<file path="src/design/doa_pkg.sv">
package doa_pkg;

    // antenna sample format
    localparam int din_width = 16;
    localparam int din_point = 14;

    // one extra bit for the sum and difference in the transform
    localparam int trans_width = din_width + 1;

    // product of two transformed values plus one bit for the add
    localparam int prod_width = 2 * trans_width + 1;

    // products are scaled by four ahead of requantization
    localparam int pre_acc_shift = 2;

    // accumulator input and output formats
    localparam int acc_in_width = 20;
    localparam int acc_in_point = 16;
    localparam int dout_width = 32;

    // frame layout
    localparam int vector_len = 16;
    localparam int bands = 4;
    localparam int band_step = vector_len / bands;

    typedef logic signed [din_width-1:0] sample_t;
    typedef logic signed [trans_width-1:0] trans_t;
    typedef logic signed [prod_width-1:0] prod_t;
    typedef logic signed [acc_in_width-1:0] acc_in_t;
    typedef logic signed [dout_width-1:0] sum_t;

    // band index
    typedef logic [$clog2(bands)-1:0] band_t;

    // sample index within a frame, must hold vector_len itself
    typedef logic [$clog2(vector_len+1)-1:0] count_t;

endpackage

</file>
<file path="src/design/centrosym_matrix.sv">
`timescale 1ns/1ns

module centrosym_matrix (
    input  logic             clk,
    input  logic             rst,
    input  doa_pkg::sample_t x1_re,
    input  doa_pkg::sample_t x1_im,
    input  doa_pkg::sample_t x2_re,
    input  doa_pkg::sample_t x2_im,
    input  logic             din_valid,
    output doa_pkg::trans_t  y1_re,
    output doa_pkg::trans_t  y1_im,
    output doa_pkg::trans_t  y2_re,
    output doa_pkg::trans_t  y2_im,
    output logic             dout_valid
);
    import doa_pkg::*;

    // unitary transform for two elements, unscaled:
    // y1 = x1 + x2, y2 = -j * (x1 - x2)
    always_ff @(posedge clk) begin
        y1_re <= trans_t'(x1_re) + trans_t'(x2_re);
        y1_im <= trans_t'(x1_im) + trans_t'(x2_im);
        // rotated difference
        y2_re <= trans_t'(x1_im) - trans_t'(x2_im);
        y2_im <= trans_t'(x2_re) - trans_t'(x1_re);
    end

    always_ff @(posedge clk) begin
        if (rst) begin
            dout_valid <= 1'b0;
        end else begin
            dout_valid <= din_valid;
        end
    end

endmodule

</file>
<file path="config.mk">
export PLATFORM = sky130hd
export DESIGN_NAME = centrosym_matrix
export DESIGN_NICKNAME = d
export VERILOG_FILES = /design/src/design/doa_pkg.sv /design/src/design/centrosym_matrix.sv
export SDC_FILE = /design/constraint.sdc
export NUM_CORES = 1
export LEC_CHECK = 0
export ABC_AREA = 1
export BUFFER_PORTS_ARGS = -buffer_cell sky130_fd_sc_hd__buf_2
export CAP_MARGIN = 20
export CORE_ASPECT_RATIO = 1.5
export CORE_MARGIN = 2
export CORE_UTILIZATION = 40
export DETAILED_ROUTE_END_ITERATION = 12
export SKIP_LAST_GASP = 1
export SYNTH_ARGS = -nofsm -noshare
export SYNTH_HDL_FRONTEND = slang
export SYNTH_SLANG_ARGS = --single-unit
</file>
<file path="constraint.sdc">
create_clock -name clk -period 3.7 [get_ports clk]
set_input_delay 0 -clock clk [delete_from_list [all_inputs] [get_ports clk]]
set_output_delay 0 -clock clk [all_outputs]
set_load 0.05 [all_outputs]
</file>
==> run_results.csv <==
group,metric,value,unit
final_layout,insertedDiodeCount,0,
synthesis,synthesis.yosys.warnings,0,
drt,drtIter0Drc,146,
global_routing,grt_max_degree,12,
timing,period_share,50.3,%
placed_design,dpl.hpwl,11.8,mm
synthesis,avgSynthCellArea,6.19,um2
final_layout,area.growth.synth_to_final,19.4,%
clocking,post_cts_resized,0,
setup_path,crit_type,"input pin to flip-flop",
synthesis,synth_compound_area_share,3.71,%
drt,vias,5373,
placed_design,portBuffers,135,
setup_path,start_kind,"input pin",
synthesis,synth_edf_count,0,
floorplanning,ioPinCount,136,
synthesis,synth_top_area_cell,"dfxtp_1",
synthesis,synth_commonest_cells,"nand2_1 (331), inv_1 (179), dfxtp_1 (67)",
synthesis,syn_inst,883,
timing,period_needed,1860,ps
global_routing,gr-total-overflow,0,
timing,worst_pin_slew,339,ps
floorplanning,coreArea,13400,um2
synthesis,synth_xor_area_share,4.49,%
setup_path,crit_arrival,2080,ps
floorplanning,die-area,14600,um2
synthesis,ys_top_cells_by_area,"dfxtp_1 (25%), nand2_1 (23%), ha_1 (15%)",
timing,slew_violations,0,
clocking,htree_num_levels,3,
synthesis,synth_cell_types,22,
global_routing,grt_pass1_wl,23.2,mm
drt,drt-total-wl,14.1,mm
clocking,path_clk_slew,60,ps
setup_path,worstSetupEndpointType,"flip-flop",
final_layout,final_core_util,48.7,%
timing,timing_hold_violations_final,0,
synthesis,synth-adder-area-share,16.1,%
timing,max_freq,537,MHz
setup_path,cp.required,3920,ps
job,drv_cap,0,
min_path,worstHoldStart,"x1_re[1]",
synthesis,async_reset_ff_share,0,%
drt,first_pass_iters,4,
clocking,cts.sinks,67,
synthesis,syn_area,5470,um2
clocking,cts_setup_buffers,0,
global_routing,antenna_found_initial,0,
synthesis,syn_nets,1018,
min_path,hold-path-endpoint,"y1_re[1]",
global_routing,grt_use_total,20.0,%
synthesis,synthSimpleGateAreaFrac,34.6,%
floorplanning,die_x,99.5,um
drt,vias_per_cell,4.55,
drt,routedWlPerCell,12.0,um
power,peakVddDrop,0.000197,V
clocking,cts_root_buffer,"clkbuf_16",
power,leakagePower,4.13,nW
synthesis,synth_most_common_cell,"nand2_1",
floorplanning,start_util,40.8,%
final_layout,final_nets,1149,
global_routing,first_global_vias,5234,
power,power_density,462,nW/um2
synthesis,synth_top_family_by_area,"simple AND/OR/NAND/NOR gates",
min_path,hold_class,"input pin to flip-flop",
floorplanning,die_h,147,um
synthesis,muxShareOfSynthArea,0,%
synthesis,seq_area_frac_synth,24.5,%
status,status,"finished, final reports clean",
clocking,numCtsBuffers,9,
timing,timing.setup.tns,0,ps
clocking,cts_tree,"done",
drt,drc,0,
synthesis,synthFlopType,"dfxtp_1",
synthesis,synth-seq-cells,67,
timing,setup_violations,0,
floorplanning,rows,52,
min_path,hold_depth,2,
placed_design,gp_congestion,0.860,
power,totalPowerFinal,3.02,mW
timing,slew_headroom,77.4,%
setup_path,cp_max_fo,3,
drt,ant_nets,0,
final_layout,drive_above_1_share,18.0,%
clocking,clockBufferDepth,2,
synthesis,synth_top_area_share,24.5,%
timing,rsz0062_at_grt,"no",
## critical path, stage by stage
cell and delay (ps):
dlygate4sd3_1 530, buf_2 130, ha_1 220, fa_1 400, inv_1 70, nand3_1 70, nand3_1 150, nand2_1 70
nand2_1 200, nand2_1 100, nand3_1 90, nand2_1 60
## worst max-delay path by stage
stage	to	startpoint	slack, ps	cells past startpoint
finish	y2_im[12]	x1_re[0]	1840	12
global route	y2_im[16]	x1_re[0]	1700	12
CTS	y2_im[16]	x1_re[0]	1870	12
detailed placement	y2_im[16]	x1_re[0]	2070	11
global placement	y2_im[16]	x1_re[0]	2080	11
floorplan	y2_re[10]	x1_im[0]	2390	11
## power breakdown
| part | leakage, nW | switching [mW] | internal, mW |
|---|---|---|---|
| registers | 0.565 | 0.0345 | 0.864 |
| logic | 3.44 | 0.994 | 0.340 |
| clock network | 0.130 | 0.320 | 0.464 |
| total | 4.13 | 1.35 | 1.67 |
## cells in the final DEF, fill, tap and decap left out
master / count
a21oi_1: 28
a21oi_2: 4
a21oi_4: 1
and2_1: 8
buf_2: 135
clkbuf_16: 9
clkbuf_8: 1
clkinv_2: 3
clkinvlp_4: 2
dfxtp_1: 67
dlygate4sd3_1: 8
fa_1: 4
ha_1: 64
inv_1: 179
inv_2: 18
nand2_1: 331
nand2_2: 6
nand3_1: 54
nand4_1: 8
nor2_1: 48
nor2_2: 3
nor3_1: 8
o21bai_2: 1
xnor2_1: 5
xor2_1: 23
## cell type report
type                    count  area, um2
inverters                 197        739
multi-input cells         596       3220
clock inverters             5       30.0
well taps                 162        203
flip-flops and latches     67       1340
clock buffers              10        239
repair buffers            143        756
fillers                  1485       6880
## stage by stage
stage	std cells	hold WS (ps)	instance area, um2	setup WS [ps]
6_report	1180	18.5	6530	1840
3_5_place_dp	1157	160	6180	2070
3_3_place_gp	1157	155	6180	2080
4_1_cts	1180	12.2	6530	1870
5_1_grt	1180	27.8	6530	1700
2_1_floorplan	883	71.2	5470	2390
## metal layers
| layer | wire [um] | GRT usage (%) | vias to the layer above |
|---|---|---|---|
| met5 | 0 | 0 | - |
| met4 | 405 | 8.42 | 0 |
| met3 | 464 | 3.04 | 22 |
| met2 | 8070 | 39.9 | 110 |
| met1 | 5180 | 19.7 | 2378 |
| li1 | - | - | 2863 |
## what timing repair did
item,CTS,global route
endpoints found under the setup margin,0,0
hold buffers,8,0
endpoints found under the hold margin,5,0
## cells by family after synthesis
logic type                 after synthesis
DFF                                     67
AOI/OAI and AO/OA                       34
and+or+nand+nor                        466
buffers and inverters                  220
adders and majority gates               68
xor gates and xnor gates                28
## state kept, by name, indices dropped and copies added (netlist names)
register and flops:
dout_valid 1, y1_im 16, y1_re 17, y2_re 17
y2_im 16
Power figures use the tool's default switching activity.
