[src/design/doa_pkg.sv]
package doa_pkg;

    // antenna sample format
    localparam int din_width = 16;
    localparam int din_point = 14;

    // one extra bit for the sum and difference in the transform
    localparam int trans_width = din_width + 1;

    // product of two transformed values plus one bit for the add
    localparam int prod_width = 2 * trans_width + 1;

    // products are scaled by four ahead of requantization
    localparam int pre_acc_shift = 2;

    // accumulator input and output formats
    localparam int acc_in_width = 20;
    localparam int acc_in_point = 16;
    localparam int dout_width = 32;

    // frame layout
    localparam int vector_len = 16;
    localparam int bands = 4;
    localparam int band_step = vector_len / bands;

    typedef logic signed [din_width-1:0] sample_t;
    typedef logic signed [trans_width-1:0] trans_t;
    typedef logic signed [prod_width-1:0] prod_t;
    typedef logic signed [acc_in_width-1:0] acc_in_t;
    typedef logic signed [dout_width-1:0] sum_t;

    // band index
    typedef logic [$clog2(bands)-1:0] band_t;

    // sample index within a frame, must hold vector_len itself
    typedef logic [$clog2(vector_len+1)-1:0] count_t;

endpackage

[src/design/band_accumulator.sv]
`timescale 1ns/1ns

module band_accumulator (
    input  logic             clk,
    input  logic             rst,
    input  doa_pkg::acc_in_t r11_in,
    input  doa_pkg::acc_in_t r22_in,
    input  doa_pkg::acc_in_t r12_re_in,
    input  doa_pkg::acc_in_t r12_im_in,
    input  logic             din_valid,
    input  logic             frame_start,
    output doa_pkg::sum_t    r11,
    output doa_pkg::sum_t    r22,
    output doa_pkg::sum_t    r12_re,
    output doa_pkg::sum_t    r12_im,
    output doa_pkg::band_t   band_number,
    output logic             dout_valid
);
    import doa_pkg::*;

    logic    active;
    count_t  idx;
    count_t  pos;
    logic    take;
    logic    band_first;
    logic    band_last;
    acc_in_t lane_in [4];
    sum_t    run [4];
    sum_t    nxt [4];

    always_comb begin
        lane_in[0] = r11_in;
        lane_in[1] = r22_in;
        lane_in[2] = r12_re_in;
        lane_in[3] = r12_im_in;
        // a frame start always counts as sample 0
        pos = frame_start ? '0 : idx;
        take = din_valid && (frame_start || active);
        band_first = (pos % band_step) == 0;
        band_last = (pos % band_step) == band_step - 1;
        for (int i = 0; i < 4; i++) begin
            nxt[i] = band_first ? sum_t'(lane_in[i]) : run[i] + sum_t'(lane_in[i]);
        end
    end

    always_ff @(posedge clk) begin
        if (rst) begin
            active <= 1'b0;
            idx <= '0;
        end else if (take) begin
            idx <= pos + 1'b1;
            // frame closes after its last sample
            active <= (pos != vector_len - 1);
        end
    end

    always_ff @(posedge clk) begin
        if (take) begin
            run <= nxt;
        end
        if (take && band_last) begin
            r11 <= nxt[0];
            r22 <= nxt[1];
            r12_re <= nxt[2];
            r12_im <= nxt[3];
            band_number <= band_t'(pos / band_step);
        end
    end

    always_ff @(posedge clk) begin
        if (rst) begin
            dout_valid <= 1'b0;
        end else begin
            dout_valid <= take && band_last;
        end
    end

endmodule

[config.mk]
export PLATFORM = sky130hd
export DESIGN_NAME = band_accumulator
export DESIGN_NICKNAME = d
export VERILOG_FILES = /design/src/design/doa_pkg.sv /design/src/design/band_accumulator.sv
export SDC_FILE = /design/constraint.sdc
export NUM_CORES = 1
export LEC_CHECK = 0
export BUFFER_PORTS_ARGS = -buffer_cell sky130_fd_sc_hd__buf_4
export CORE_MARGIN = 3
export CORE_UTILIZATION = 30
export CTS_BUF_LIST = sky130_fd_sc_hd__clkbuf_8
export DETAILED_ROUTE_END_ITERATION = 16
export PLACE_DENSITY = 0.58
export SETUP_SLACK_MARGIN = 0.4
export SLEW_MARGIN = 20
export SYNTH_ARGS = -nofsm -noshare
export SYNTH_HDL_FRONTEND = slang
export SYNTH_SLANG_ARGS = --single-unit
[constraint.sdc]
create_clock -name clk -period 7.95 [get_ports clk]
set_input_delay 1.59 -clock clk [delete_from_list [all_inputs] [get_ports clk]]
set_output_delay 1.59 -clock clk [all_outputs]
set_load 0.03 [all_outputs]
==> results.txt <==
----------------------------------------------------
[Finish]
  Most common cell after layout, fill and taps aside ... sky130_fd_sc_hd__edfxtp_1
  Share of final-layout standard cells stronger than drive strength 1 ... 18.5%
  Post-route cell area ... 0.0191 mm^2
  Relative area change from synthesis to final layout ... 20.9%
  Post-layout nets ... 1,882
  Post-Layout Cell Count ... 2,381
  Fin util ... 36.9%
  Most used cells in the layout excluding fill and tap cells ... sky130_fd_sc_hd__edfxtp_1, sky130_fd_sc_hd__buf_4, sky130_fd_sc_hd__nand2_1, sky130_fd_sc_hd__o21ai_0, sky130_fd_sc_hd__ha_1

[Critical path]
  Arrival time reported for the critical path endpoint ... 4.55 ns
  Worst Path Max Fanout ... 6
  CP endpoint kind ... flop
  Internal reg-to-reg setup slack ... 4.48 ns
  Kind of critical path ... in -> reg
  CP required ... 8.28 ns
  Startpoint Class ... primary input

[Synth]
  Cells taking the most area after synthesis ... sky130_fd_sc_hd__edfxtp_1, sky130_fd_sc_hd__ha_1, sky130_fd_sc_hd__o21ai_0, sky130_fd_sc_hd__a21oi_1, sky130_fd_sc_hd__nand2_1
  Number of distinct library cell variants in the gate-level netlist after synthesis ... 78
  Syn_nets ... 1,674
  Post-synth EDFFs ... 258
  Synth Cell Area ... 0.0158 mm^2
  Synthesis warning total ... 0
  Top cell type by total area after synthesis ... sky130_fd_sc_hd__edfxtp_1
  Dominant synthesized flop cell ... sky130_fd_sc_hd__edfxtp_1
  Async set-reset flop share out of synthesis ... 0%
  Post-Syn Area per Cell ... 10.8 um^2
  Number of storage elements in the synthesis netlist ... 265
  Gate count of the mapped netlist ... 1,459
  Sequential cell area fraction in the yosys report ... 50.0%
  Share of the synthesized area in the top cell type ... 49.1%

[Min path]
  Hold Path Class ... reg -> reg

[Detailed routing]
  Residual DRC ... 0
  Count of routing violations after the opening detailed-route iteration ... 787
  Total Wirelength ... 39,400 um
  Number of nets with antenna violations after routing ... 0
  Post-DR wirelength/cell ... 16.6 um
  Via count ... 11,929
  Vias per Instance ... 5.01
  First-pass iteration count of the detailed router ... 5

[Timing]
  Final Max Tran Viols ... 0
  Minimum period implied by the final worst setup slack ... 4.22 ns
  Fin crit share ... 53.0%
  Setup TNS Final ... 0 ns
  Least-Margin Pin Slew ... 0.913 ns
  Maximum operating frequency ... 237 MHz
  Final-report hold violation count ... 0
  Unrepaired setup endpoints after global routing ... no
  Hold Worst Slack ... 0.472 ns
  Final setup violation count ... 0
  Fin Clk Skew ... 0.0196 ns
  Max transition margin ... 39.1%

[Clock tree]
  Clock latency of the later-clocked register in the worst-skew pair ... 0.60 ns
  Deepest clock path buffer count ... 3
  Clock-pin transition on the worst setup and hold timing paths ... 0.06 ns
  TritonCTS clock tree ... built
  CTS H-tree lvls ... 2
  Count of buffers added by post-CTS timing repair for setup ... 0
  Cts bufs inserted ... 49
  Number of instances resized during post-cts repair ... 0
  Clock sink count ... 265
  Root buffer cell ... sky130_fd_sc_hd__clkbuf_8
  CTS hold repair buffers ... 0

[Global route]
  Overall overflow remaining after global route ... 0
  Number of antenna violations at the first check in global routing ... 2
  First-pass GRT wire length ... 62,200 um
  GR Util All Layers ... 13.7%
  Number of global-route vias before repair ... 11,645
  Maximum number of pins on one net before global-route repair ... 90

[Die]
  Row Count ... 83
  Die Width ... 235 um
  Vertical die dimension ... 235 um
  Area enclosed by the die boundary ... 0.0554 mm^2
  Total I/O pin count ... 215
  Initial Utilization ... 30.5%
  Core outline area ... 0.0517 mm^2

[Power and ir drop]
  Leakage power ... 7.61 nW
  Power per standard cell area ... 202 mW/mm^2
  Peak supply drop ... 0.103 mV

[Run status]
  Outcome ... complete, no violations

[Place]
  Number of buffer cells added on primary ports ... 214
  Final HPWL DP ... 28,000 um
  Cell count after placement ... 2,296
  Global placer's final weighted congestion ... 0.846
  Placed instance area ... 0.0180 mm^2

[Job]
  Max-cap viol count ... 0

----------------------------------------------------
where the power goes:
group / switching (mW) / leakage (nW) / internal [mW] / total (mW)
clock: 0.591 / 0.554 / 0.831 / 1.42
sequential: 0.0174 / 2.45 / 1.61 / 1.63
combinational: 0.471 / 4.61 / 0.326 / 0.797
total: 1.08 / 7.61 / 2.77 / 3.85
registers in the layout (all words and copies together) (netlist names):
| name | cells |
|---|---|
| r12_re | 32 |
| r11 | 32 |
| r12_im | 32 |
| band_number | 2 |
| idx | 5 |
| run | 128 |
| active | 1 |
| r22 | 32 |
| dout_valid | 1 |
synth_stat cells (3+ instances only):
master                     instances
sky130_fd_sc_hd__edfxtp_1        258
sky130_fd_sc_hd__nand2_1         154
sky130_fd_sc_hd__o21ai_0         146
sky130_fd_sc_hd__ha_1            127
sky130_fd_sc_hd__a21oi_1         116
sky130_fd_sc_hd__nor2_1           67
sky130_fd_sc_hd__xnor2_1          65
sky130_fd_sc_hd__a21o_1           61
sky130_fd_sc_hd__clkbuf_1         53
sky130_fd_sc_hd__xor2_1           48
sky130_fd_sc_hd__nand3_1          32
sky130_fd_sc_hd__inv_1            28
sky130_fd_sc_hd__o21ai_1          27
sky130_fd_sc_hd__nand4_1          22
sky130_fd_sc_hd__o21bai_1         19
sky130_fd_sc_hd__o21a_1           17
sky130_fd_sc_hd__a31oi_1          15
sky130_fd_sc_hd__nor2b_1          15
sky130_fd_sc_hd__a211oi_1         14
sky130_fd_sc_hd__o211ai_1         13
sky130_fd_sc_hd__and3_1           12
sky130_fd_sc_hd__mux2_2           12
sky130_fd_sc_hd__nand2b_1         11
sky130_fd_sc_hd__nor3_1           11
sky130_fd_sc_hd__and2_1           10
sky130_fd_sc_hd__dfxtp_1           7
sky130_fd_sc_hd__o31ai_1           7
sky130_fd_sc_hd__a311o_1           6
sky130_fd_sc_hd__buf_2             6
sky130_fd_sc_hd__nor4_1            5
sky130_fd_sc_hd__a41oi_1           4
sky130_fd_sc_hd__fa_1              4
sky130_fd_sc_hd__a211o_1           3
sky130_fd_sc_hd__a221oi_1          3
sky130_fd_sc_hd__nand3b_1          3
sky130_fd_sc_hd__nor3b_1           3
sky130_fd_sc_hd__or3_1             3
worst paths after layout:
path                startpoint       to  depth (start not counted)
setup / recovery  r12_re_in[0]  run[60]                         12
hold / removal          idx[1]   idx[1]                          2
setup reg to reg       run[32]  run[60]                         11
hold reg to reg         idx[1]   idx[1]                          2
worst max-delay path, cell delays in order:
cell and delay [ns]:
sky130_fd_sc_hd__buf_4 0.11, sky130_fd_sc_hd__ha_1 0.23, sky130_fd_sc_hd__fa_1 0.41, sky130_fd_sc_hd__a21o_1 0.19, sky130_fd_sc_hd__a21oi_1 0.23, sky130_fd_sc_hd__nor2_1 0.10
sky130_fd_sc_hd__a21oi_1 0.50, sky130_fd_sc_hd__a211oi_1 0.16, sky130_fd_sc_hd__nor3_1 0.42, sky130_fd_sc_hd__a31oi_1 0.16, sky130_fd_sc_hd__xor2_1 0.16, sky130_fd_sc_hd__mux2_2 0.29
cell families (layout without fill, tap and decap cells):
logic type | count (synthesis) | after routing | share of synthesized area, %
compound gates | 489 | 489 | 19.5
simple gates | 356 | 356 | 10.4
flops | 265 | 265 | 50.0
fa+ha+maj | 131 | 131 | 10.6
xor+xnor | 113 | 113 | 6.27
buf+inv | 91 | 332 | 2.26
mux | 14 | 14 | 0.991
other cells | 0 | 1 | 0
cell type report:
class / count / area, um^2
fill: 5130 / 32600
sequential: 265 / 7890
multi-input combinational: 1103 / 7550
timing repair buffer: 219 / 1650
tap: 680 / 851
clock buffer: 49 / 674
clock inverter: 35 / 355
inverter: 29 / 114
antenna: 1 / 2.50
layer usage:
metal  GRT usage, %  share of wire (%)  vias to the layer above
li1               -                  -                     5945
met1           18.9                 47                     5601
met2           20.9                 44                      320
met3           3.89                6.9                       61
met4           4.17                2.2                        2
met5              0              0.023                        -
metrics by stage:
stage / power [mW] / setup slack, ns
floorplan: 2.25 / 1.47
finish: 3.85 / 3.73
detailed placement: 2.45 / 3.25
global placement: 2.44 / 3.26
CTS: 3.92 / 3.91
global route: 4.09 / 3.60
Note: power is estimated with default switching activity, not from simulation.
