<file path="config.mk">
export PLATFORM = sky130hd
export DESIGN_NAME = signed_cast
export DESIGN_NICKNAME = d
export VERILOG_FILES = /design/src/design/doa_pkg.sv /design/src/design/signed_cast.sv
export SDC_FILE = /design/constraint.sdc
export NUM_CORES = 1
export LEC_CHECK = 0
export ABC_CLOCK_PERIOD_IN_PS = 1200
export BUFFER_PORTS_ARGS = -buffer_cell sky130_fd_sc_hd__buf_2
export CAP_MARGIN = 30
export CORE_MARGIN = 2
export CORE_UTILIZATION = 35
export CTS_CLUSTER_SIZE = 25
export DETAILED_ROUTE_END_ITERATION = 6
export MAX_ROUTING_LAYER = met4
export PLACE_DENSITY_LB_ADDON = 0.1
export SYNTH_ARGS = -nofsm -noshare
export SYNTH_HDL_FRONTEND = slang
export SYNTH_SLANG_ARGS = --single-unit
</file>
<file path="constraint.sdc">
create_clock -name clk -period 1.2 [get_ports clk]
set_clock_uncertainty 0.05 [all_clocks]
set_input_delay 0.24 -clock clk [delete_from_list [all_inputs] [get_ports clk]]
set_output_delay 0.24 -clock clk [all_outputs]
set_load 0.02 [all_outputs]
</file>
<file path="src/design/doa_pkg.sv">
package doa_pkg;

    // antenna sample format
    localparam int din_width = 16;
    localparam int din_point = 14;

    // one extra bit for the sum and difference in the transform
    localparam int trans_width = din_width + 1;

    // product of two transformed values plus one bit for the add
    localparam int prod_width = 2 * trans_width + 1;

    // products are scaled by four ahead of requantization
    localparam int pre_acc_shift = 2;

    // accumulator input and output formats
    localparam int acc_in_width = 20;
    localparam int acc_in_point = 16;
    localparam int dout_width = 32;

    // frame layout
    localparam int vector_len = 16;
    localparam int bands = 4;
    localparam int band_step = vector_len / bands;

    typedef logic signed [din_width-1:0] sample_t;
    typedef logic signed [trans_width-1:0] trans_t;
    typedef logic signed [prod_width-1:0] prod_t;
    typedef logic signed [acc_in_width-1:0] acc_in_t;
    typedef logic signed [dout_width-1:0] sum_t;

    // band index
    typedef logic [$clog2(bands)-1:0] band_t;

    // sample index within a frame, must hold vector_len itself
    typedef logic [$clog2(vector_len+1)-1:0] count_t;

endpackage

</file>
<file path="src/design/signed_cast.sv">
`timescale 1ns/1ns

module signed_cast (
    input  logic             clk,
    input  logic             rst,
    input  doa_pkg::prod_t   din,
    input  logic             din_valid,
    output doa_pkg::acc_in_t dout,
    output logic             dout_valid
);
    import doa_pkg::*;

    logic signed [prod_width+pre_acc_shift-1:0] gained;
    logic signed [prod_width+pre_acc_shift-1:0] scaled;
    // bits that must all match the output sign bit
    logic [prod_width+pre_acc_shift-acc_in_width:0] top_bits;
    logic fits;

    always_comb begin
        gained = (prod_width+pre_acc_shift)'(din) <<< pre_acc_shift;
        // floor rounding, surplus fraction bits just fall off
        scaled = gained >>> (2*din_point - acc_in_point);
        top_bits = scaled[prod_width+pre_acc_shift-1:acc_in_width-1];
        fits = (&top_bits) || (~|top_bits);
    end

    always_ff @(posedge clk) begin
        if (fits) begin
            dout <= scaled[acc_in_width-1:0];
        end else if (scaled[prod_width+pre_acc_shift-1]) begin
            dout <= {1'b1, {(acc_in_width-1){1'b0}}};
        end else begin
            dout <= {1'b0, {(acc_in_width-1){1'b1}}};
        end
    end

    always_ff @(posedge clk) begin
        if (rst) begin
            dout_valid <= 1'b0;
        end else begin
            dout_valid <= din_valid;
        end
    end

endmodule

</file>
==> results of run 1 <==
[layout by cell type (no fill, tap or decap)]
cell / synthesis / routed
buf_2: 2 / 48
dfxtp_1: 21 / 21
a21o_1: 19 / 19
clkbuf_4: 0 / 3
nand4_1: 1 / 1
nand2_1: 1 / 1
nor4_1: 1 / 1
nor2_1: 1 / 1
a2bb2o_2: 1 / 1
nor3_1: 1 / 1
a21oi_2: 1 / 1
nor2b_1: 1 / 1
clkbuf_1: 0 / 1
[cell type report]
| type | count | area (sq um) | area share |
|---|---|---|---|
| flip-flops and latches | 21 | 420.4 | 0.4609 |
| multi-input cells | 27 | 193.9 | 0.2126 |
| well taps | 25 | 31.28 | 0.03429 |
| clock buffers | 4 | 26.28 | 0.02881 |
| repair buffers | 48 | 240.2 | 0.2634 |
[synthesized netlist by cell type]
cell / number
nor2b_1: 1
a21o_1: 19
a21oi_2: 1
nand2_1: 1
a2bb2o_2: 1
nor2_1: 1
buf_2: 2
buf_8: 1
dfxtp_1: 21
nor3_1: 1
nand4_1: 1
buf_6: 1
nor4_1: 1
[power breakdown]
part / internal (mW) / switching, mW / total (mW)
Combinational: 0.0875 / 0.110 / 0.198
Clock: 0.129 / 0.188 / 0.317
Sequential: 0.741 / 0.00882 / 0.750
[state kept, by name (all words and copies together), names as in the netlist]
register    count
dout           20
dout_valid      1
[metrics by stage]
stage,setup WS (ns),cell area [sq um],cells,power [mW],utilization
detailed placement,-0.1364,885.9,121,0.9686,0.5075
global route,0.08457,912.1,125,1.339,0.5226
floorplan,0.04947,650.6,52,0.8775,-
global placement,-0.1366,885.9,121,0.9660,0.5075
CTS,0.1299,912.1,125,1.282,0.5226
finish,0.1413,912.1,125,1.265,0.5226
[final timing paths]
kind	depth (start not counted)	from	end
worst max-delay path	1	dout[17]	dout[17]
worst min-delay path	2	rst	dout_valid
[routing by layer]
| metal | vias up | global-route usage |
|---|---|---|
| li1 | 274 | - |
| met1 | 246 | 0.1262 |
| met2 | 25 | 0.2055 |
| met3 | 0 | 0.03846 |
| met4 | 0 | 0.01667 |
| met5 | - | - |
[cell families after synthesis]
logic type	share of synthesized area
DFF	0.6461
AOI/OAI and AO/OA	0.2500
buffers and inverters	0.05576
and+or+nand+nor	0.04808
==> out/summary.txt, run 1 <==
Status = finished, final reports clean
Drt drc = 0
Required @ worst endpoint = 0.91 ns
TritonCTS clock tree = yes
Max Slew Vio Count = 0
Crit path cell chain = buf_2
DRT iter0 DRCs = 2
NumNets Final = 139
Met2 Routed Length = 602 um
Total negative slack = 0 ns
Power Density = 1387 nW/um^2
Inserted Clock Buffers = 3
Final wirelength = 1222 um
Unrepaired setup endpoints after global routing = no
Post-CTS setup buffers = 0
Uppermost layer routed = met3
Routed length on met3 = 111 um
Die area = 2220 sq um
Post-cts sizing count = 0
Core Box Area = 1745 sq um
Worst slew pin tran = 0.8147 ns
Share of layout cells above drive strength 1 = 0.5300
Hold Buf Count CTS = 0
Fillers = 186
Mapped Area = 650.6 sq um
ANT nets after route = 0
Hold WS = 0.04227 ns
Via count = 545
Main area contributors after synthesis = dfxtp_1 65%, a21o_1 22%, buf_8 2.3%
Top-area cell type share of the netlist area = 0.6462
Crit path largest cell delay = 0.33 ns
Worst path slowest cell = dfxtp_1
CP Buf/Inv Count = 1
Seq/Total Area, Yosys = 0.6462
DRT Pass-1 Iters = 4
Global-route wire length before repair = 1773 um
TritonCTS sink count = 21
H-tree Lvls = 1
Rows = 15
CTS root buf = clkbuf_4
Initial antenna violation count = 0
Die X = 47.12 um
Final min period = 1.059 ns
Clk slew on worst S/H paths = 0.10 ns
IO buf count = 48
HP Class = in2reg
Final setup viols = 0
Tcrit/Tclk final = 0.8823
Hpwl dp = 933.6 um
Largest fanout on the critical path = 1
Cell accounting for the most synthesized area = dfxtp_1
Max Cap Viol = 0
Fmax = 0.9445 GHz
Worst endpoint data arrival time = 0.77 ns
IO Count = 59
Unique masters post-synth = 13
Vias in the first global route = 459
Via density = 4.360
Worst VDD drop = 0.5969 mV
Syn_area_per_cell = 12.51 sq um
Crit-path leading delay family = flip-flops
Area Overhead vs Synth = 40.19%
Starting Density = 0.3728
Die H = 47.12 um
Post-Synthesis Cells = 52
Final hold vios = 0
Synth warnings = 0
GRT Resource Usage Total = 0.1152
Worst Path Class, Setup = reg2out
RD Place Congestion = 0.6287
Pleak = 0.5352 nW
Post-Syn Nets = 90
Worst setup EP type = output pin
Longest Clk Path Bufs = 2
Slew HR = 0.4569
Worst setup SP type = flop
Congestion Overflow GR = 0
Number of synthesized register bits = 21
Pin count of the biggest net entering global routing = 20
Ant diodes = 0
Wire per inst = 9.776 um
Met1 Routed Length = 507 um
Power figures use the tool's default switching activity.
==> inputs of run 2 (changes only) <==
RECOVER_POWER = 25   (was not set)
==> run 2 against run 1 <==
Effect of this change: sequential power barely moved; global-route usage did not move; combinational power barely moved; clock power barely moved; sequential share of layout area rose by 0.19 points; via count fell by 0.37%; die area did not move; clock-buffer cell count did not move; non-clock buffer count did not move; fmax fell by 5.5%; hold slack barely moved; flip-flop and latch count did not move; critical path type unchanged.
==> out/summary.txt, run 2 (synthesis results as in run 1) <==
Status = finished, final reports clean
Inserted Clock Buffers = 3
Hold Buf Count CTS = 0
Slew HR = 0.4596
TritonCTS clock tree = yes
Max reg flops = 20
Starting Density = 0.3728
Ant diodes = 0
Worst setup SP type = flop
Die area = 2220 sq um
Post-layout util = 0.5204
Final wirelength = 1225 um
Share of layout cells above drive strength 1 = 0.5000
Clk slew on worst S/H paths = 0.10 ns
Fmax = 0.8924 GHz
Vias in the first global route = 459
Via count = 543
Min-delay src = rst
Post-cts sizing count = 0
Global-route wire length before repair = 1773 um
Overall power = 1.263 mW
Initial antenna violation count = 0
Via density = 4.344
Rows = 15
Post-CTS setup buffers = 0
DRT Pass-1 Iters = 4
Met1 usage = 0.1262
CTS root buf = clkbuf_4
Die H = 47.12 um
IO buf count = 48
Required @ worst endpoint = 0.91 ns
Area after DPL = 885.9 sq um
RD Place Congestion = 0.6287
H-tree Lvls = 1
DRT iter0 DRCs = 2
Met2 usage = 0.2055
Max Cap Viol = 0
Pin count of the biggest net entering global routing = 20
Fin worst setup slack = 0.07937 ns
Pre-CTS setup slack = -0.1364 ns
Core Box Area = 1745 sq um
NumNets Final = 139
Largest register by flop count = dout
HP Class = in2reg
Worst slew pin tran = 0.8106 ns
ANT nets after route = 0
GRT Resource Usage Total = 0.1152
Die X = 47.12 um
Congestion Overflow GR = 0
Final min period = 1.121 ns
Hpwl dp = 933.6 um
Commonest cells after routing, fill and taps aside = 45 x buf_2, 21 x dfxtp_1, 19 x a21o_1
CP Buf/Inv Count = 1
Area Overhead vs Synth = 39.62%
IO Count = 59
Crit-path leading delay family = flip-flops
Hold endpoint = dout_valid
Hold WS = 0.04242 ns
TritonCTS sink count = 21
Worst endpoint data arrival time = 0.83 ns
Largest fanout on the critical path = 1
Largest registers = dout (20), dout_valid (1)
Tcrit/Tclk final = 0.9339
Worst Path Class, Setup = reg2out
Crit path cell chain = clkbuf_1
Met3 usage = 0.03846
Final hold vios = 0
Commonest non-fill, non-tap cell in the layout = buf_2
Final setup viols = 0
Wire per inst = 9.800 um
Non-Filler Cell Area, Final = 908.4 sq um
Crit path largest cell delay = 0.32 ns
Longest Clk Path Bufs = 2
Worst path slowest cell = dfxtp_1
Worst setup EP type = output pin
Hold depth = 2
Busiest grt layer = met2
Pleak = 0.5270 nW
Worst VDD drop = 0.5962 mV
Power Density = 1391 nW/um^2
Drt drc = 0
Max Slew Vio Count = 0
Unrepaired setup endpoints after global routing = no
-- run 2: stage by stage --
step / std cells / TNS [ns]
detailed placement: 121 / -2.481
global placement: 121 / -2.443
floorplan: 52 / 0
global route: 125 / 0
CTS: 125 / 0
finish: 125 / 0
-- run 2: how the worst max path moves through the flow --
stage / from / end / cells past startpoint
after global placement: din[30] / dout[5] / 4
final: dout[18] / dout[18] / 1
after floorplan: din[34] / dout[10] / 5
after detailed placement: din[30] / dout[17] / 4
after CTS: dout[17] / dout[17] / 1
after global routing: dout[18] / dout[18] / 1
-- run 2: layer usage --
layer | share of wire | up-vias
met5 | 0 | -
met2 | 0.49 | 25
li1 | - | 274
met4 | 0 | 0
met3 | 0.092 | 0
met1 | 0.42 | 244
-- run 2: power by group --
part           internal, mW  leakage [nW]  switching [mW]  total [mW]
clock                 0.129        0.0150           0.188       0.317
sequential            0.741         0.177         0.00885       0.750
combinational        0.0860         0.335           0.110       0.196
total                 0.956         0.527           0.307        1.26
-- run 2: layout make-up --
class | count | area, sq um
Fill cell | 189 | 837.1
Sequential cell | 21 | 420.4
Clock buffer | 4 | 26.28
Timing Repair Buffer | 48 | 236.5
Multi-Input combinational cell | 27 | 193.9
Tap cell | 25 | 31.28
==> inputs of run 3 (changes only) <==
--- a/config.mk
+++ b/config.mk
@@ -11,3 +11,4 @@
 export CORE_MARGIN = 2
-export CORE_UTILIZATION = 35
+export CORE_UTILIZATION = 37
+export CTS_BUF_LIST = sky130_fd_sc_hd__clkbuf_8
 export CTS_CLUSTER_SIZE = 25
--- a/constraint.sdc
+++ b/constraint.sdc
@@ -4,2 +4,2 @@
 set_output_delay 0.24 -clock clk [all_outputs]
-set_load 0.02 [all_outputs]
+set_load 0.005 [all_outputs]
==> run 3 against run 2 <==
Effect of this change: critical path depth up 3; die area down 4.9%; wire length up 3.3%; total power up 4.8%; worst setup slack better by 0.066 ns; sequential share of layout area down 0.32 points; critical endpoint is now dout[17]; first-iteration DRC count up 100%; flip-flop and latch count unchanged; global-route usage up 1.3 points; critical path type is now in2reg.
==> out/summary.txt, run 3 (synthesis results as in run 1) <==
Total negative slack = 0 ns
Internal Pwr Total = 1.052 mW
Largest register by flop count = dout
Critical Path Start = din[32]
Ant diodes = 0
IO buf count = 48
Worst Path Class, Setup = in2reg
Met2 usage = 0.2000
Final hold vios = 0
Drt drc = 0
Worst slew pin tran = 0.8020 ns
Crit path largest cell delay = 0.42 ns
Congestion Overflow GR = 0
Comb pwr share = 0.109
Overall power = 1.324 mW
IO Count = 59
Commonest cells after routing, fill and taps aside = 43 x buf_2, 21 x dfxtp_1, 19 x a21o_1
Min-delay src = rst
Starting Density = 0.3852
Global-route wire length before repair = 1876 um
Final wirelength = 1266 um
H-tree Lvls = 1
Unrepaired setup endpoints after global routing = no
Crit path cell chain = buf_2 -> nor4_1 -> a2bb2o_2 -> a21o_1
Reg power frac = 0.567
Hold WS = 0.08812 ns
Final setup viols = 0
Final min period = 1.054 ns
Post-cts sizing count = 0
Via count = 556
Die H = 45.94 um
Vias in the first global route = 451
TritonCTS clock tree = yes
Inserted Clock Buffers = 3
Tcrit/Tclk final = 0.8785
Status = finished, final reports clean
Pleak = 0.5333 nW
Met1 usage = 0.1537
TritonCTS sink count = 21
Max reg flops = 20
NumNets Final = 139
Met3 usage = 0.03968
Fmax = 0.9486 GHz
Largest fanout on the critical path = 19
Worst path slowest cell = a2bb2o_2
Required @ worst endpoint = 1.34 ns
Fillers = 167
Worst endpoint data arrival time = 1.20 ns
RD Place Congestion = 0.6277
Share of layout cells above drive strength 1 = 0.4800
Wire per inst = 10.82 um
Sw frac = 0.2054
CTS root buf = clkbuf_8
Commonest non-fill, non-tap cell in the layout = buf_2
DRT iter0 DRCs = 4
Hpwl dp = 959 um
Area Overhead vs Synth = 40.58%
Longest Clk Path Bufs = 2
Worst setup SP type = primary input
ANT nets after route = 0
Hold depth = 2
Die X = 45.94 um
Worst VDD drop = 0.9503 mV
Largest registers = dout (20), dout_valid (1)
Max Cap Viol = 0
Clk network pwr share = 0.324
Slew HR = 0.4653
Switching pwr = 0.2720 mW
Non-filler instance count after layout = 117
Power Density = 1448 nW/um^2
Core Box Area = 1689 sq um
Rows = 15
Via density = 4.752
Die area = 2110 sq um
Initial antenna violation count = 0
Placed cell count = 113
Post-CTS setup buffers = 0
Busiest grt layer = met2
GRT Resource Usage Total = 0.1287
Max Slew Vio Count = 0
Hold Buf Count CTS = 0
Worst setup EP type = flop
HP Class = in2reg
Clk slew on worst S/H paths = 0.07 ns
DRT Pass-1 Iters = 2
Pin count of the biggest net entering global routing = 20
==> run 3: cell count changes in the layout (fill, tap and decap cells not counted) <==
| cell | delta |
|---|---|
| clkbuf_4 | -3 |
| clkbuf_8 | +3 |
| buf_2 | -2 |
| clkbuf_1 | +1 |
| inv_1 | +1 |
==> run 3: cell type report <==
cell class	instances	area, sq um	share of cell area
clock buffers	3	41.29	0.04514
clock inverters	1	3.754	0.004104
multi-input cells	27	193.9	0.2120
flip-flops and latches	21	420.4	0.4596
well taps	17	21.27	0.02326
repair buffers	48	234.0	0.2558
==> run 3: metrics by stage <==
| stage | setup slack, ns | util | instance area, sq um |
|---|---|---|---|
| after floorplan | 0.04947 | - | 650.6 |
| after global placement | -0.1223 | 0.5185 | 875.8 |
| after detailed placement | -0.1269 | 0.5185 | 875.8 |
| after CTS | 0.1373 | 0.5452 | 920.9 |
| after global routing | 0.05151 | 0.5415 | 914.6 |
| final | 0.1458 | 0.5415 | 914.6 |
==> run 3: final timing paths <==
path,end,slack [ns]
worst min-delay path,dout_valid,0.09
worst max-delay path,dout[17],0.15
==> run 3: worst max-delay path, delay by kind of cell <==
kind                   cells  cell delay (ns)
and+or+nand+nor            1             0.25
AOI/OAI and AO/OA          2             0.59
buffers and inverters      1             0.11
==> run 3: per-layer routing <==
metal / share of wire / vias to the layer above / routed length, um
li1: - / 275 / -
met5: 0 / - / 0
met2: 0.47 / 27 / 601
met1: 0.45 / 254 / 570
met3: 0.074 / 0 / 94
met4: 0 / 0 / 0
==> run 3: power by group through the flow <==
stage / Combinational [mW] / Clock (mW) / Sequential (mW)
finish: 0.145 / 0.428 / 0.751
CTS: 0.151 / 0.442 / 0.751
floorplan: 0.0503 / 0 / 0.775
global route: 0.163 / 0.474 / 0.754
global placement: 0.147 / 0 / 0.766
detailed placement: 0.150 / 0 / 0.767
